File: src/verilog/rv_pkg.sv
//////////////////////////////////////////////////////////////////////
// RV32I core package
// Opcodes, function codes, widths and the pipeline stage structs
//////////////////////////////////////////////////////////////////////
package rv_pkg;

    localparam int xlen       = 32;
    localparam int reg_addr_w = 5;

    localparam logic [xlen-1:0] reset_vec = 32'h0000_0000;
    localparam logic [31:0]     nop_insn  = 32'h0000_0013;    // ADDI x0,x0,0

    // Major opcodes
    localparam logic [6:0] op_lui    = 7'b0110111;
    localparam logic [6:0] op_auipc  = 7'b0010111;
    localparam logic [6:0] op_jal    = 7'b1101111;
    localparam logic [6:0] op_jalr   = 7'b1100111;
    localparam logic [6:0] op_branch = 7'b1100011;
    localparam logic [6:0] op_load   = 7'b0000011;
    localparam logic [6:0] op_store  = 7'b0100011;
    localparam logic [6:0] op_arithi = 7'b0010011;
    localparam logic [6:0] op_arithr = 7'b0110011;

    // ALU funct3
    localparam logic [2:0] f3_add  = 3'b000;
    localparam logic [2:0] f3_sll  = 3'b001;
    localparam logic [2:0] f3_slt  = 3'b010;
    localparam logic [2:0] f3_sltu = 3'b011;
    localparam logic [2:0] f3_xor  = 3'b100;
    localparam logic [2:0] f3_sr   = 3'b101;
    localparam logic [2:0] f3_or   = 3'b110;
    localparam logic [2:0] f3_and  = 3'b111;

    // Branch funct3
    localparam logic [2:0] f3_beq  = 3'b000;
    localparam logic [2:0] f3_bne  = 3'b001;
    localparam logic [2:0] f3_blt  = 3'b100;
    localparam logic [2:0] f3_bge  = 3'b101;
    localparam logic [2:0] f3_bltu = 3'b110;
    localparam logic [2:0] f3_bgeu = 3'b111;

    // Load and store sizes
    localparam logic [2:0] f3_lb   = 3'b000;
    localparam logic [2:0] f3_lh   = 3'b001;
    localparam logic [2:0] f3_lw   = 3'b010;
    localparam logic [2:0] f3_lbu  = 3'b100;
    localparam logic [2:0] f3_lhu  = 3'b101;

    typedef struct packed {
        logic       alu;
        logic       sub_sra;
        logic       imm_sel;
        logic       lui;
        logic       auipc;
        logic       jal;
        logic       jalr;
        logic       branch;
        logic       load;
        logic       store;
        logic       wr_en;
        logic [2:0] funct3;
    } ctrl_t;

    typedef struct packed {
        logic [xlen-1:0]       pc;
        logic [xlen-1:0]       imm;
        logic [reg_addr_w-1:0] rs1;
        logic [reg_addr_w-1:0] rs2;
        logic [reg_addr_w-1:0] rd;
        ctrl_t                 ctrl;
        logic                  valid;
    } dec_ex_t;

    typedef struct packed {
        logic [xlen-1:0]       result;    // Raw read word for loads
        logic [reg_addr_w-1:0] rd;
        logic                  wr_en;
        logic                  load;
        logic [2:0]            funct3;
        logic [1:0]            addr_lo;
        logic                  valid;
    } ex_wb_t;

    typedef struct packed {
        logic            ready;
        logic [xlen-1:0] addr;
    } imem_req_t;

    typedef struct packed {
        logic            valid;
        logic [31:0]     rdata;
    } imem_rsp_t;

    typedef struct packed {
        logic            ready;
        logic [xlen-1:0] addr;
        logic [xlen-1:0] data;
        logic [3:0]      strb;
    } dmem_wreq_t;

    typedef struct packed {
        logic            ready;
        logic [xlen-1:0] addr;
    } dmem_rreq_t;

    typedef struct packed {
        logic            valid;
        logic [xlen-1:0] data;
    } dmem_rrsp_t;

endpackage

File: src/verilog/rv_core.sv
//////////////////////////////////////////////////////////////////////
// Three-stage RV32I core
//////////////////////////////////////////////////////////////////////
`timescale 1ns/1ps

module rv_core import rv_pkg::*; (
    input  logic       clk,
    input  logic       resetb,
    output imem_req_t  imem_req,
    input  imem_rsp_t  imem_rsp,
    output dmem_wreq_t dmem_wreq,
    input  logic       dmem_wvalid,
    output dmem_rreq_t dmem_rreq,
    input  dmem_rrsp_t dmem_rrsp
);

    dec_ex_t               dec;
    ex_wb_t                exw;
    dmem_wreq_t            store_req;
    logic [xlen-1:0]       rdata1;
    logic [xlen-1:0]       rdata2;
    logic                  redirect_taken;
    logic [xlen-1:0]       redirect_pc;
    logic                  exec_hold;
    logic                  wb_hold;
    logic                  hold;
    logic                  wr_en;
    logic [reg_addr_w-1:0] wr_rd;
    logic [xlen-1:0]       wr_data;

    assign hold = exec_hold || wb_hold;    // Decode stalls on either

    rv_decode i_rv_decode (
        .clk            (clk),
        .resetb         (resetb),
        .imem_req       (imem_req),
        .imem_rsp       (imem_rsp),
        .hold           (hold),
        .redirect_taken (redirect_taken),
        .redirect_pc    (redirect_pc),
        .dec            (dec)
    );

    rv_regfile i_rv_regfile (
        .clk     (clk),
        .resetb  (resetb),
        .rs1     (dec.rs1),
        .rs2     (dec.rs2),
        .wr_en   (wr_en),
        .wr_rd   (wr_rd),
        .wr_data (wr_data),
        .rdata1  (rdata1),
        .rdata2  (rdata2)
    );

    rv_execute i_rv_execute (
        .clk            (clk),
        .resetb         (resetb),
        .dec            (dec),
        .rdata1         (rdata1),
        .rdata2         (rdata2),
        .dmem_rreq      (dmem_rreq),
        .dmem_rrsp      (dmem_rrsp),
        .wb_hold        (wb_hold),
        .exec_hold      (exec_hold),
        .redirect_taken (redirect_taken),
        .redirect_pc    (redirect_pc),
        .exw            (exw),
        .store_req      (store_req)
    );

    rv_writeback i_rv_writeback (
        .clk             (clk),
        .resetb          (resetb),
        .exw             (exw),
        .store_req       (store_req),
        .dmem_wreq       (dmem_wreq),
        .dmem_wrsp_valid (dmem_wvalid),
        .wb_hold         (wb_hold),
        .wr_en           (wr_en),
        .wr_rd           (wr_rd),
        .wr_data         (wr_data)
    );

endmodule

File: src/verilog/rv_decode.sv
//////////////////////////////////////////////////////////////////////
// Fetch and decode stage
// Fetch PC, branch squash, decode and the decode-to-execute register
//////////////////////////////////////////////////////////////////////
`timescale 1ns/1ps

module rv_decode import rv_pkg::*; (
    input  logic            clk,
    input  logic            resetb,
    output imem_req_t       imem_req,
    input  imem_rsp_t       imem_rsp,
    input  logic            hold,
    input  logic            redirect_taken,
    input  logic [xlen-1:0] redirect_pc,
    output dec_ex_t         dec
);

    logic            started;
    logic [xlen-1:0] fetch_pc;
    logic [xlen-1:0] tgt_pc;
    logic [1:0]      sq_cnt;        // Accepted slots still to squash
    logic            accept;
    logic            squash;
    logic [31:0]     insn;
    dec_ex_t         dec_nxt;

    assign imem_req.ready = started && !hold;    // Low for one cycle after reset
    assign imem_req.addr  = fetch_pc;
    assign accept         = imem_req.ready && imem_rsp.valid;
    assign squash         = redirect_taken || (sq_cnt != 2'd0);
    assign insn           = (accept && !squash) ? imem_rsp.rdata : nop_insn;

    always_comb begin
        dec_nxt             = '0;
        dec_nxt.pc          = fetch_pc;
        dec_nxt.rs1         = insn[19:15];
        dec_nxt.rs2         = insn[24:20];
        dec_nxt.rd          = insn[11:7];
        dec_nxt.ctrl.funct3 = insn[14:12];
        dec_nxt.valid       = accept && !squash;
        case (insn[6:0])
            op_lui, op_auipc: begin
                dec_nxt.ctrl.lui   = (insn[6:0] == op_lui);
                dec_nxt.ctrl.auipc = (insn[6:0] == op_auipc);
                dec_nxt.ctrl.wr_en = 1'b1;
                dec_nxt.imm        = {insn[31:12], 12'h000};
            end
            op_jal: begin
                dec_nxt.ctrl.jal   = 1'b1;
                dec_nxt.ctrl.wr_en = 1'b1;
                dec_nxt.imm        = {{12{insn[31]}}, insn[19:12], insn[20], insn[30:21], 1'b0};
            end
            op_jalr, op_load: begin
                dec_nxt.ctrl.jalr  = (insn[6:0] == op_jalr);
                dec_nxt.ctrl.load  = (insn[6:0] == op_load);
                dec_nxt.ctrl.wr_en = 1'b1;
                dec_nxt.imm        = {{20{insn[31]}}, insn[31:20]};
            end
            op_branch: begin
                dec_nxt.ctrl.branch = 1'b1;
                dec_nxt.imm         = {{20{insn[31]}}, insn[7], insn[30:25], insn[11:8], 1'b0};
            end
            op_store: begin
                dec_nxt.ctrl.store = 1'b1;
                dec_nxt.imm        = {{20{insn[31]}}, insn[31:25], insn[11:7]};
            end
            op_arithi: begin
                dec_nxt.ctrl.alu     = 1'b1;
                dec_nxt.ctrl.imm_sel = 1'b1;
                dec_nxt.ctrl.sub_sra = insn[30] && (insn[14:12] == f3_sr); // SRAI only
                dec_nxt.ctrl.wr_en   = 1'b1;
                dec_nxt.imm          = {{20{insn[31]}}, insn[31:20]};
            end
            op_arithr: begin
                dec_nxt.ctrl.alu     = 1'b1;
                dec_nxt.ctrl.sub_sra = insn[30];
                dec_nxt.ctrl.wr_en   = 1'b1;
            end
            default: ;    // Unknown opcode runs as a no-op
        endcase
    end

    always_ff @(posedge clk or negedge resetb) begin
        if (!resetb) begin
            started  <= 1'b0;
            fetch_pc <= reset_vec;
            sq_cnt   <= 2'd0;
            dec      <= '0;
        end else begin
            started <= 1'b1;
            if (!hold)
                dec <= dec_nxt;
            if (redirect_taken) begin
                sq_cnt <= accept ? 2'd1 : 2'd2;
                if (accept)
                    fetch_pc <= fetch_pc + 32'd4;
            end else if (accept) begin
                fetch_pc <= (sq_cnt == 2'd1) ? tgt_pc : fetch_pc + 32'd4;
                if (sq_cnt != 2'd0)
                    sq_cnt <= sq_cnt - 2'd1;
            end
        end
    end

    // Target waits here until the fetch after the second squashed slot
    always_ff @(posedge clk) begin
        if (redirect_taken)
            tgt_pc <= redirect_pc;
    end

endmodule

File: src/verilog/rv_execute.sv
//////////////////////////////////////////////////////////////////////
// Execute stage
// ALU, branches and jumps, load issue, store formatting
//////////////////////////////////////////////////////////////////////
`timescale 1ns/1ps

module rv_execute import rv_pkg::*; (
    input  logic            clk,
    input  logic            resetb,
    input  dec_ex_t         dec,
    input  logic [xlen-1:0] rdata1,
    input  logic [xlen-1:0] rdata2,
    output dmem_rreq_t      dmem_rreq,
    input  dmem_rrsp_t      dmem_rrsp,
    input  logic            wb_hold,
    output logic            exec_hold,
    output logic            redirect_taken,
    output logic [xlen-1:0] redirect_pc,
    output ex_wb_t          exw,
    output dmem_wreq_t      store_req
);

    ctrl_t           c;
    logic [xlen-1:0] op2;
    logic [4:0]      shamt;
    logic [xlen-1:0] alu_res;
    logic [xlen-1:0] result;
    logic [xlen-1:0] mem_addr;
    logic [xlen-1:0] pc_imm;
    logic            cond;
    logic            ld_wait;

    assign c        = dec.ctrl;
    assign op2      = c.imm_sel ? dec.imm : rdata2;
    assign shamt    = op2[4:0];
    assign mem_addr = rdata1 + dec.imm;    // Also the JALR target
    assign pc_imm   = dec.pc + dec.imm;

    //////////////////////////////////////////////////////////////////////
    // ALU and branch compare
    //////////////////////////////////////////////////////////////////////
    always_comb begin
        case (c.funct3)
            f3_add:  alu_res = c.sub_sra ? rdata1 - op2 : rdata1 + op2;
            f3_sll:  alu_res = rdata1 << shamt;
            f3_slt:  alu_res = {31'h0, $signed(rdata1) < $signed(op2)};
            f3_sltu: alu_res = {31'h0, rdata1 < op2};
            f3_xor:  alu_res = rdata1 ^ op2;
            f3_sr:   alu_res = c.sub_sra ? $unsigned($signed(rdata1) >>> shamt) : rdata1 >> shamt;
            f3_or:   alu_res = rdata1 | op2;
            default: alu_res = rdata1 & op2;
        endcase
    end

    always_comb begin
        case (c.funct3)
            f3_beq:  cond = (rdata1 == rdata2);
            f3_bne:  cond = (rdata1 != rdata2);
            f3_blt:  cond = $signed(rdata1) < $signed(rdata2);
            f3_bge:  cond = $signed(rdata1) >= $signed(rdata2);
            f3_bltu: cond = rdata1 < rdata2;
            f3_bgeu: cond = rdata1 >= rdata2;
            default: cond = 1'b0;
        endcase
    end

    always_comb begin
        if (c.lui)
            result = dec.imm;
        else if (c.auipc)
            result = pc_imm;
        else if (c.jal || c.jalr)
            result = dec.pc + 32'd4;    // Link
        else if (c.load)
            result = dmem_rrsp.data;
        else if (c.alu)
            result = alu_res;
        else
            result = '0;
    end

    // Redirect only when the instruction leaves execute
    assign redirect_taken = dec.valid && !wb_hold && (c.jal || c.jalr || (c.branch && cond));
    assign redirect_pc    = c.jalr ? {mem_addr[xlen-1:1], 1'b0} : pc_imm;

    //////////////////////////////////////////////////////////////////////
    // Memory requests
    //////////////////////////////////////////////////////////////////////
    assign dmem_rreq.ready = dec.valid && c.load && !wb_hold;
    assign dmem_rreq.addr  = mem_addr;
    assign ld_wait         = dec.valid && c.load && !dmem_rrsp.valid;
    assign exec_hold       = ld_wait;

    always_comb begin
        store_req.ready = dec.valid && c.store;
        store_req.addr  = mem_addr;
        case (c.funct3)
            f3_lb: begin
                store_req.data = {4{rdata2[7:0]}};
                store_req.strb = 4'b0001 << mem_addr[1:0];
            end
            f3_lh: begin
                store_req.data = {2{rdata2[15:0]}};
                store_req.strb = mem_addr[1] ? 4'b1100 : 4'b0011;
            end
            default: begin
                store_req.data = rdata2;
                store_req.strb = 4'b1111;
            end
        endcase
    end

    always_ff @(posedge clk or negedge resetb) begin
        if (!resetb) begin
            exw <= '0;
        end else if (!wb_hold) begin
            exw.valid   <= dec.valid && !ld_wait;    // Bubble while a load waits
            exw.result  <= result;
            exw.rd      <= dec.rd;
            exw.wr_en   <= c.wr_en;
            exw.load    <= c.load;
            exw.funct3  <= c.funct3;
            exw.addr_lo <= mem_addr[1:0];
        end
    end

endmodule

File: src/verilog/rv_regfile.sv
//////////////////////////////////////////////////////////////////////
// Integer register file
// x1 to x31 with forwarding from write back
//////////////////////////////////////////////////////////////////////
`timescale 1ns/1ps

module rv_regfile import rv_pkg::*; (
    input  logic                  clk,
    input  logic                  resetb,
    input  logic [reg_addr_w-1:0] rs1,
    input  logic [reg_addr_w-1:0] rs2,
    input  logic                  wr_en,
    input  logic [reg_addr_w-1:0] wr_rd,
    input  logic [xlen-1:0]       wr_data,
    output logic [xlen-1:0]       rdata1,
    output logic [xlen-1:0]       rdata2
);

    logic [xlen-1:0] regs [1:31];
    logic            fwd1;
    logic            fwd2;

    always_ff @(posedge clk or negedge resetb) begin
        if (!resetb) begin
            for (int i = 1; i < 32; i++)
                regs[i] <= '0;
        end else if (wr_en && (wr_rd != '0)) begin
            regs[wr_rd] <= wr_data;
        end
    end

    // Bypass the write in flight
    assign fwd1 = wr_en && (wr_rd == rs1);
    assign fwd2 = wr_en && (wr_rd == rs2);

    assign rdata1 = (rs1 == '0) ? '0 :    // x0 always reads zero
                    fwd1        ? wr_data : regs[rs1];
    assign rdata2 = (rs2 == '0) ? '0 :
                    fwd2        ? wr_data : regs[rs2];

endmodule

File: src/verilog/rv_writeback.sv
//////////////////////////////////////////////////////////////////////
// Write back stage
// Load lane extraction, register write and store request holding
//////////////////////////////////////////////////////////////////////
`timescale 1ns/1ps

module rv_writeback import rv_pkg::*; (
    input  logic                  clk,
    input  logic                  resetb,
    input  ex_wb_t                exw,
    input  dmem_wreq_t            store_req,
    output dmem_wreq_t            dmem_wreq,
    input  logic                  dmem_wrsp_valid,
    output logic                  wb_hold,
    output logic                  wr_en,
    output logic [reg_addr_w-1:0] wr_rd,
    output logic [xlen-1:0]       wr_data
);

    dmem_wreq_t      wreq_q;
    logic [xlen-1:0] lane;
    logic [xlen-1:0] load_data;

    always_ff @(posedge clk or negedge resetb) begin
        if (!resetb)
            wreq_q <= '0;
        else if (!wb_hold)
            wreq_q <= store_req;
    end

    assign dmem_wreq = wreq_q;
    assign wb_hold   = wreq_q.ready && !dmem_wrsp_valid;    // Store not yet taken

    // Move the addressed lane down to bit 0
    assign lane = exw.result >> {exw.addr_lo, 3'b000};

    always_comb begin
        case (exw.funct3)
            f3_lb:   load_data = {{24{lane[7]}}, lane[7:0]};
            f3_lbu:  load_data = {24'h0, lane[7:0]};
            f3_lh:   load_data = {{16{lane[15]}}, lane[15:0]};
            f3_lhu:  load_data = {16'h0, lane[15:0]};
            f3_lw:   load_data = exw.result;
            default: load_data = exw.result;
        endcase
    end

    assign wr_en   = exw.valid && exw.wr_en;
    assign wr_rd   = exw.rd;
    assign wr_data = exw.load ? load_data : exw.result;

endmodule

File: config.mk
export PLATFORM = sky130hd
export DESIGN_NAME = rv_core
export DESIGN_NICKNAME = d
export VERILOG_FILES = /design/src/verilog/rv_pkg.sv /design/src/verilog/rv_core.sv /design/src/verilog/rv_decode.sv /design/src/verilog/rv_execute.sv /design/src/verilog/rv_regfile.sv /design/src/verilog/rv_writeback.sv
export SDC_FILE = /design/constraint.sdc
export NUM_CORES = 2
export LEC_CHECK = 0
export BUFFER_PORTS_ARGS = -buffer_cell sky130_fd_sc_hd__clkbuf_2
export CAP_MARGIN = 20
export CORE_ASPECT_RATIO = 0.8
export CORE_MARGIN = 2
export CORE_UTILIZATION = 64
export CTS_CLUSTER_SIZE = 30
export DETAILED_ROUTE_END_ITERATION = 8
export GPL_TIMING_DRIVEN = 0
export HOLD_SLACK_MARGIN = 0.06
export PLACE_DENSITY = 0.77
export SETUP_SLACK_MARGIN = 0.02
export SYNTH_ARGS = -nofsm -noshare
export SYNTH_HDL_FRONTEND = slang
export SYNTH_SLANG_ARGS = --single-unit
File: constraint.sdc
create_clock -name clk -period 8.98 [get_ports clk]
set_clock_uncertainty 0.15 [all_clocks]
set_input_delay 0 -clock clk [delete_from_list [all_inputs] [get_ports clk]]
set_output_delay 0 -clock clk [all_outputs]
set_load 0.005 [all_outputs]
==> out/results.ini, run 1 <==
[outcome]
status = stopped before the end
stop_stage = global routing (5_1_grt)
stop_error = [ERROR GRT-0232] Routing congestion too high. Check the congestion heatmap in the GUI.

[logic_synthesis]
synth.most_common_cell = nand2_1
synth_edf_count = 32
netlist_top_cells_area = dfrtp_1 39%, mux4_2 13%, o21ai_0 8.3%
ys_warn_count = 0
mappedNetlistNets = 8613
synth_cell_types = 107
syn_avg_cell_area_um2 = 9.55
yosysSeqAreaShare = 0.399
syn_area_mm2 = 0.0797
yosysTopAreaCellShare = 0.387
synth-seq-cells = 1265
yosysTopAreaCell = dfrtp_1
synthArstFlopShare = 0.975
postSynthCellCount = 8345
synth_commonest_cells = 1622 x nand2_1, 1321 x o21ai_0, 1233 x dfrtp_1
ys.flop_type = dfrtp_1

[placed_design]
place_hpwl_um = 332000
post-place-ws_ps = -1990
dp.cells = 10259
placed_area_mm2 = 0.0840
port_buffers = 200
place.gp.congestion = 1.28

[cts]
htreeDepth = 4
cts_sinks = 1265
cts-root-buf = clkbuf_16
clk_path_buf_depth = 3
cts_buffers = 131

[die]
io_pins = 204
row_count = 115
dieHeight_um = 320
start_util = 0.647
die_w_um = 399

[global_routing]
track_usage = 0.778
grt_max_degree = 108
grt_overflow = 14

[metrics by stage]
stage,TNS (ps),utilization
3_5_place_dp,-178350,0.682
2_1_floorplan,0,-
3_3_place_gp,-,0.672
4_1_cts,0,0.728
[per-layer routing]
| metal | overflow | GRT usage |
|---|---|---|
| met4 | 5 | 0.636 |
| met3 | 2 | 0.700 |
| met5 | 0 | 0.487 |
| met1 | 2 | 0.834 |
| met2 | 5 | 0.869 |
[cells by family after synthesis]
| group | Yosys count | share of synthesized area |
|---|---|---|
| compound gates | 2448 | 0.185 |
| other cells | 1 | 0.0000471 |
| flops | 1265 | 0.399 |
| buf+inv | 955 | 0.0554 |
| xor+xnor | 114 | 0.0125 |
| simple gates | 2488 | 0.133 |
| mux | 875 | 0.183 |
| fa+ha+maj | 199 | 0.0316 |
[what timing repair did]
item | in CTS
setup endpoints to repair | 155
hold endpoints to repair | 545
gates resized for setup | 58
hold buffers | 94
buffers inserted | 3
gates cloned | 0
==> inputs of run 2 (changes only) <==
--- a/config.mk
+++ b/config.mk
@@ -7,15 +7,11 @@
 export LEC_CHECK = 0
 export BUFFER_PORTS_ARGS = -buffer_cell sky130_fd_sc_hd__clkbuf_2
 export CAP_MARGIN = 20
-export CORE_ASPECT_RATIO = 0.8
 export CORE_MARGIN = 2
-export CORE_UTILIZATION = 64
-export CTS_CLUSTER_SIZE = 30
+export CORE_UTILIZATION = 40
 export DETAILED_ROUTE_END_ITERATION = 8
 export GPL_TIMING_DRIVEN = 0
-export HOLD_SLACK_MARGIN = 0.06
-export PLACE_DENSITY = 0.77
-export SETUP_SLACK_MARGIN = 0.02
+export PLACE_DENSITY_LB_ADDON = 0.15
 export SYNTH_ARGS = -nofsm -noshare
 export SYNTH_HDL_FRONTEND = slang
 export SYNTH_SLANG_ARGS = --single-unit
==> run 2 against run 1 <==
The flow now finishes, with violations (negative setup slack). Synthesized cell count unchanged. Area after synthesis is the same.
==> out/results.ini, run 2 <==
[outcome]
status = finished, violations left
violations = negative setup slack

[pwr]
pwr_density_cell_mw_per_mm2 = 180
ir_drop_mv = 0.177
finalPower_w = 0.0166
p_leak_nw = 38.2

[routing]
dr_wl_met3_um = 54600
drt_iter0_markers = 11386
wirelength_um = 476000
drt-met1-wl_um = 166000
drc = 0
highest_layer = met5
antenna_left = 0
post_drt_wl_per_cell_um = 40.8
dr.pass1.iters = 6
vias = 78916
viasPerCell = 6.77
met2_length_um = 202000

[cts]
cts_sinks = 1265  ; unchanged
cts-root-buf = clkbuf_16
cts_buffers = 150  ; +15%
worstSkewPairLatency_ps = 880
clk_path_buf_depth = 3  ; unchanged
tritoncts = built
cts.clk_slew.worst_paths_ps = 60
htreeDepth = 4  ; unchanged

[critical_path]
r2r-start = i_rv_decode.dec[21]$_DFFE_PN0N_
r2r_slack_ps = -300
criticalPathCategory = flop to flop
max_stage_delay_ps = 630
cp_slowest_cell = dfrtp_1
r2r-end = i_rv_execute.exw[43]$_DFFE_PN0N_
startpoint_type = flop
cp_data_arrival_time_ps = 9920
cp_max_fo = 10
endpoint_kind = flop
cp_data_required_time_ps = 9620
r2r_cells = 29

[final_layout]
top_register = i_rv_regfile.regs
fin_util = 0.467
final_common_cell = nand2_1
area_growth_pct = 15.8
multi_input_area_mm2 = 0.0439
design_area_mm2 = 0.0922
largest_reg_flops = 992
nFillCells = 19110
drive_above_1_share = 0.165
final_cell_mix = 1618 x nand2_1, 1313 x o21ai_0, 1232 x dfrtp_1, 531 x clkbuf_1, 455 x mux4_2
fin_nets = 9156
register_area_mm2 = 0.0318

[logic_synthesis]
yosysTopAreaCellShare = 0.387  ; unchanged
mappedNetlistNets = 8613  ; unchanged
syn_area_mm2 = 0.0797  ; unchanged
yosysTopAreaCell = dfrtp_1
ys.flop_type = dfrtp_1
synth_cell_types = 107  ; unchanged
synth_edf_count = 32  ; unchanged
synth-seq-cells = 1265  ; unchanged
netlist_top_cells_area = dfrtp_1 39%, mux4_2 13%, o21ai_0 8.3%
postSynthCellCount = 8345  ; unchanged
synth.most_common_cell = nand2_1
synthArstFlopShare = 0.975  ; unchanged
yosysSeqAreaShare = 0.399  ; unchanged
synth_commonest_cells = 1622 x nand2_1, 1321 x o21ai_0, 1233 x dfrtp_1
syn_avg_cell_area_um2 = 9.55  ; unchanged
ys_warn_count = 0  ; unchanged

[timing]
period_needed_ps = 9280
slew_headroom = 0.0442
rsz0062_at_grt = false
fin_ws_ps = -297
tightest_slew_ps = 1430
drv_slew = 0
finalHoldViolCount = 0
max_freq_mhz = 108
fin_crit_sh = 1.03
holdWs_ps = 12.4
setup_viol = 9

[placed_design]
place_hpwl_um = 364000  ; +9.6%
port_buffers = 200  ; unchanged
post-place-ws_ps = -1950  ; +41.6 ps
placed_area_mm2 = 0.0858  ; +2.1%
place.gp.congestion = 1.07  ; -17%

[global_routing]
antenna_found_initial = 36
grt_overflow = 0
grt_pass1_wl_um = 644000
grt_pass1_vias = 75676
grt_max_degree = 109
track_usage = 0.461

[die]
die_w_um = 450  ; +13%
start_util = 0.403  ; -0.244
die-area_mm2 = 0.203
io_pins = 204  ; unchanged
row_count = 163  ; +42%
coreArea_mm2 = 0.198
dieHeight_um = 450  ; +41%

[hold_path]
holdPathEnd = i_rv_decode.dec[57]$_DFFE_PN0N_
hold_class = input pin to flop
hold_depth = 4
hold_start = imem_rsp[27]

[job]
max_cap_viol_count = 0

[run 2: cell counts after synthesis]
Identical to the previous run, type by type.
[run 2: timing repair]
item	CTS	global route
setup buffers	2	0
cloned	0	0
pin swaps	0	1
resized for setup	98	55
hold buffers	98	0
hold endpoints to repair	441	0
endpoints found under the setup margin	159	124
[run 2: metal layers]
metal	vias up	global-route usage
met1	39800	0.538
met4	30	0.407
met5	-	0.00237
li1	31361	-
met2	5934	0.676
met3	1791	0.152
[run 2: layout make-up]
| type | count | area share |
|---|---|---|
| multi-input combinational | 6125 | 0.476 |
| tap | 2640 | 0.0358 |
| clock buffer | 210 | 0.0470 |
| buffer | 787 | 0.0427 |
| sequential | 1265 | 0.345 |
| inverter | 156 | 0.00648 |
| antenna | 15 | 0.000407 |
| timing repair buffer | 403 | 0.0396 |
| clock inverter | 58 | 0.00730 |
[run 2: critical path, delay by kind of cell, from the launching register on]
kind	cells	cell delay (ps)
AOI/OAI and AO/OA	9	2280
xor gates and xnor gates	1	200
adders and majority gates	1	300
buffers and inverters	9	2710
DFF	1	630
muxes	4	1500
and+or+nand+nor	5	1380
[run 2: cell families (layout without fill, tap and decap cells)]
| kind of cell | count (synthesis) | count (layout) | share of synthesized area |
|---|---|---|---|
| and+or+nand+nor | 2488 | 2488 | 0.133 |
| AOI/OAI and AO/OA | 2448 | 2448 | 0.185 |
| DFF | 1265 | 1265 | 0.399 |
| buffers and inverters | 955 | 1614 | 0.0554 |
| muxes | 875 | 875 | 0.183 |
| adders and majority gates | 199 | 199 | 0.0316 |
| xor gates and xnor gates | 114 | 114 | 0.0125 |
| other | 1 | 16 | 0.0000471 |
[run 2: metrics by stage]
stage / TNS [ps] / cells
after detailed placement: -206110 / 11281
after global placement: - / 11185
after CTS: 0 / 11644
after floorplan: 0 / 8345
final: -1370 / 11659
after global routing: 0 / 11647
[run 2: worst max path at each step]
| stage | slack, ps | end | depth (start not counted) | start |
|---|---|---|---|---|
| floorplan | 1950 | i_rv_decode.dec[51]$_DFFE_PN0N_ | 26 | i_rv_decode.dec[20]$_DFFE_PN0N_ |
| global placement | -24360 | i_rv_regfile.regs[408]$_DFFE_PN0P_ | 1 | resetb |
| detailed placement | -1950 | i_rv_decode.dec[44]$_DFFE_PN0N_ | 27 | i_rv_decode.dec[21]$_DFFE_PN0N_ |
| CTS | 4 | dmem_rreq[31] | 24 | i_rv_decode.dec[26]$_DFFE_PN0N_ |
| global route | 2 | i_rv_execute.exw[43]$_DFFE_PN0N_ | 29 | i_rv_decode.dec[21]$_DFFE_PN0N_ |
| finish | -300 | i_rv_execute.exw[43]$_DFFE_PN0N_ | 29 | i_rv_decode.dec[21]$_DFFE_PN0N_ |
[run 2: report_power, final]
part           switching, W  internal (W)  leakage [nW]  total, W
clock               0.00280       0.00365          2.47   0.00645
sequential         0.000326       0.00593          17.3   0.00625
combinational       0.00270       0.00120          18.4   0.00390
Power figures use the tool's default switching activity.
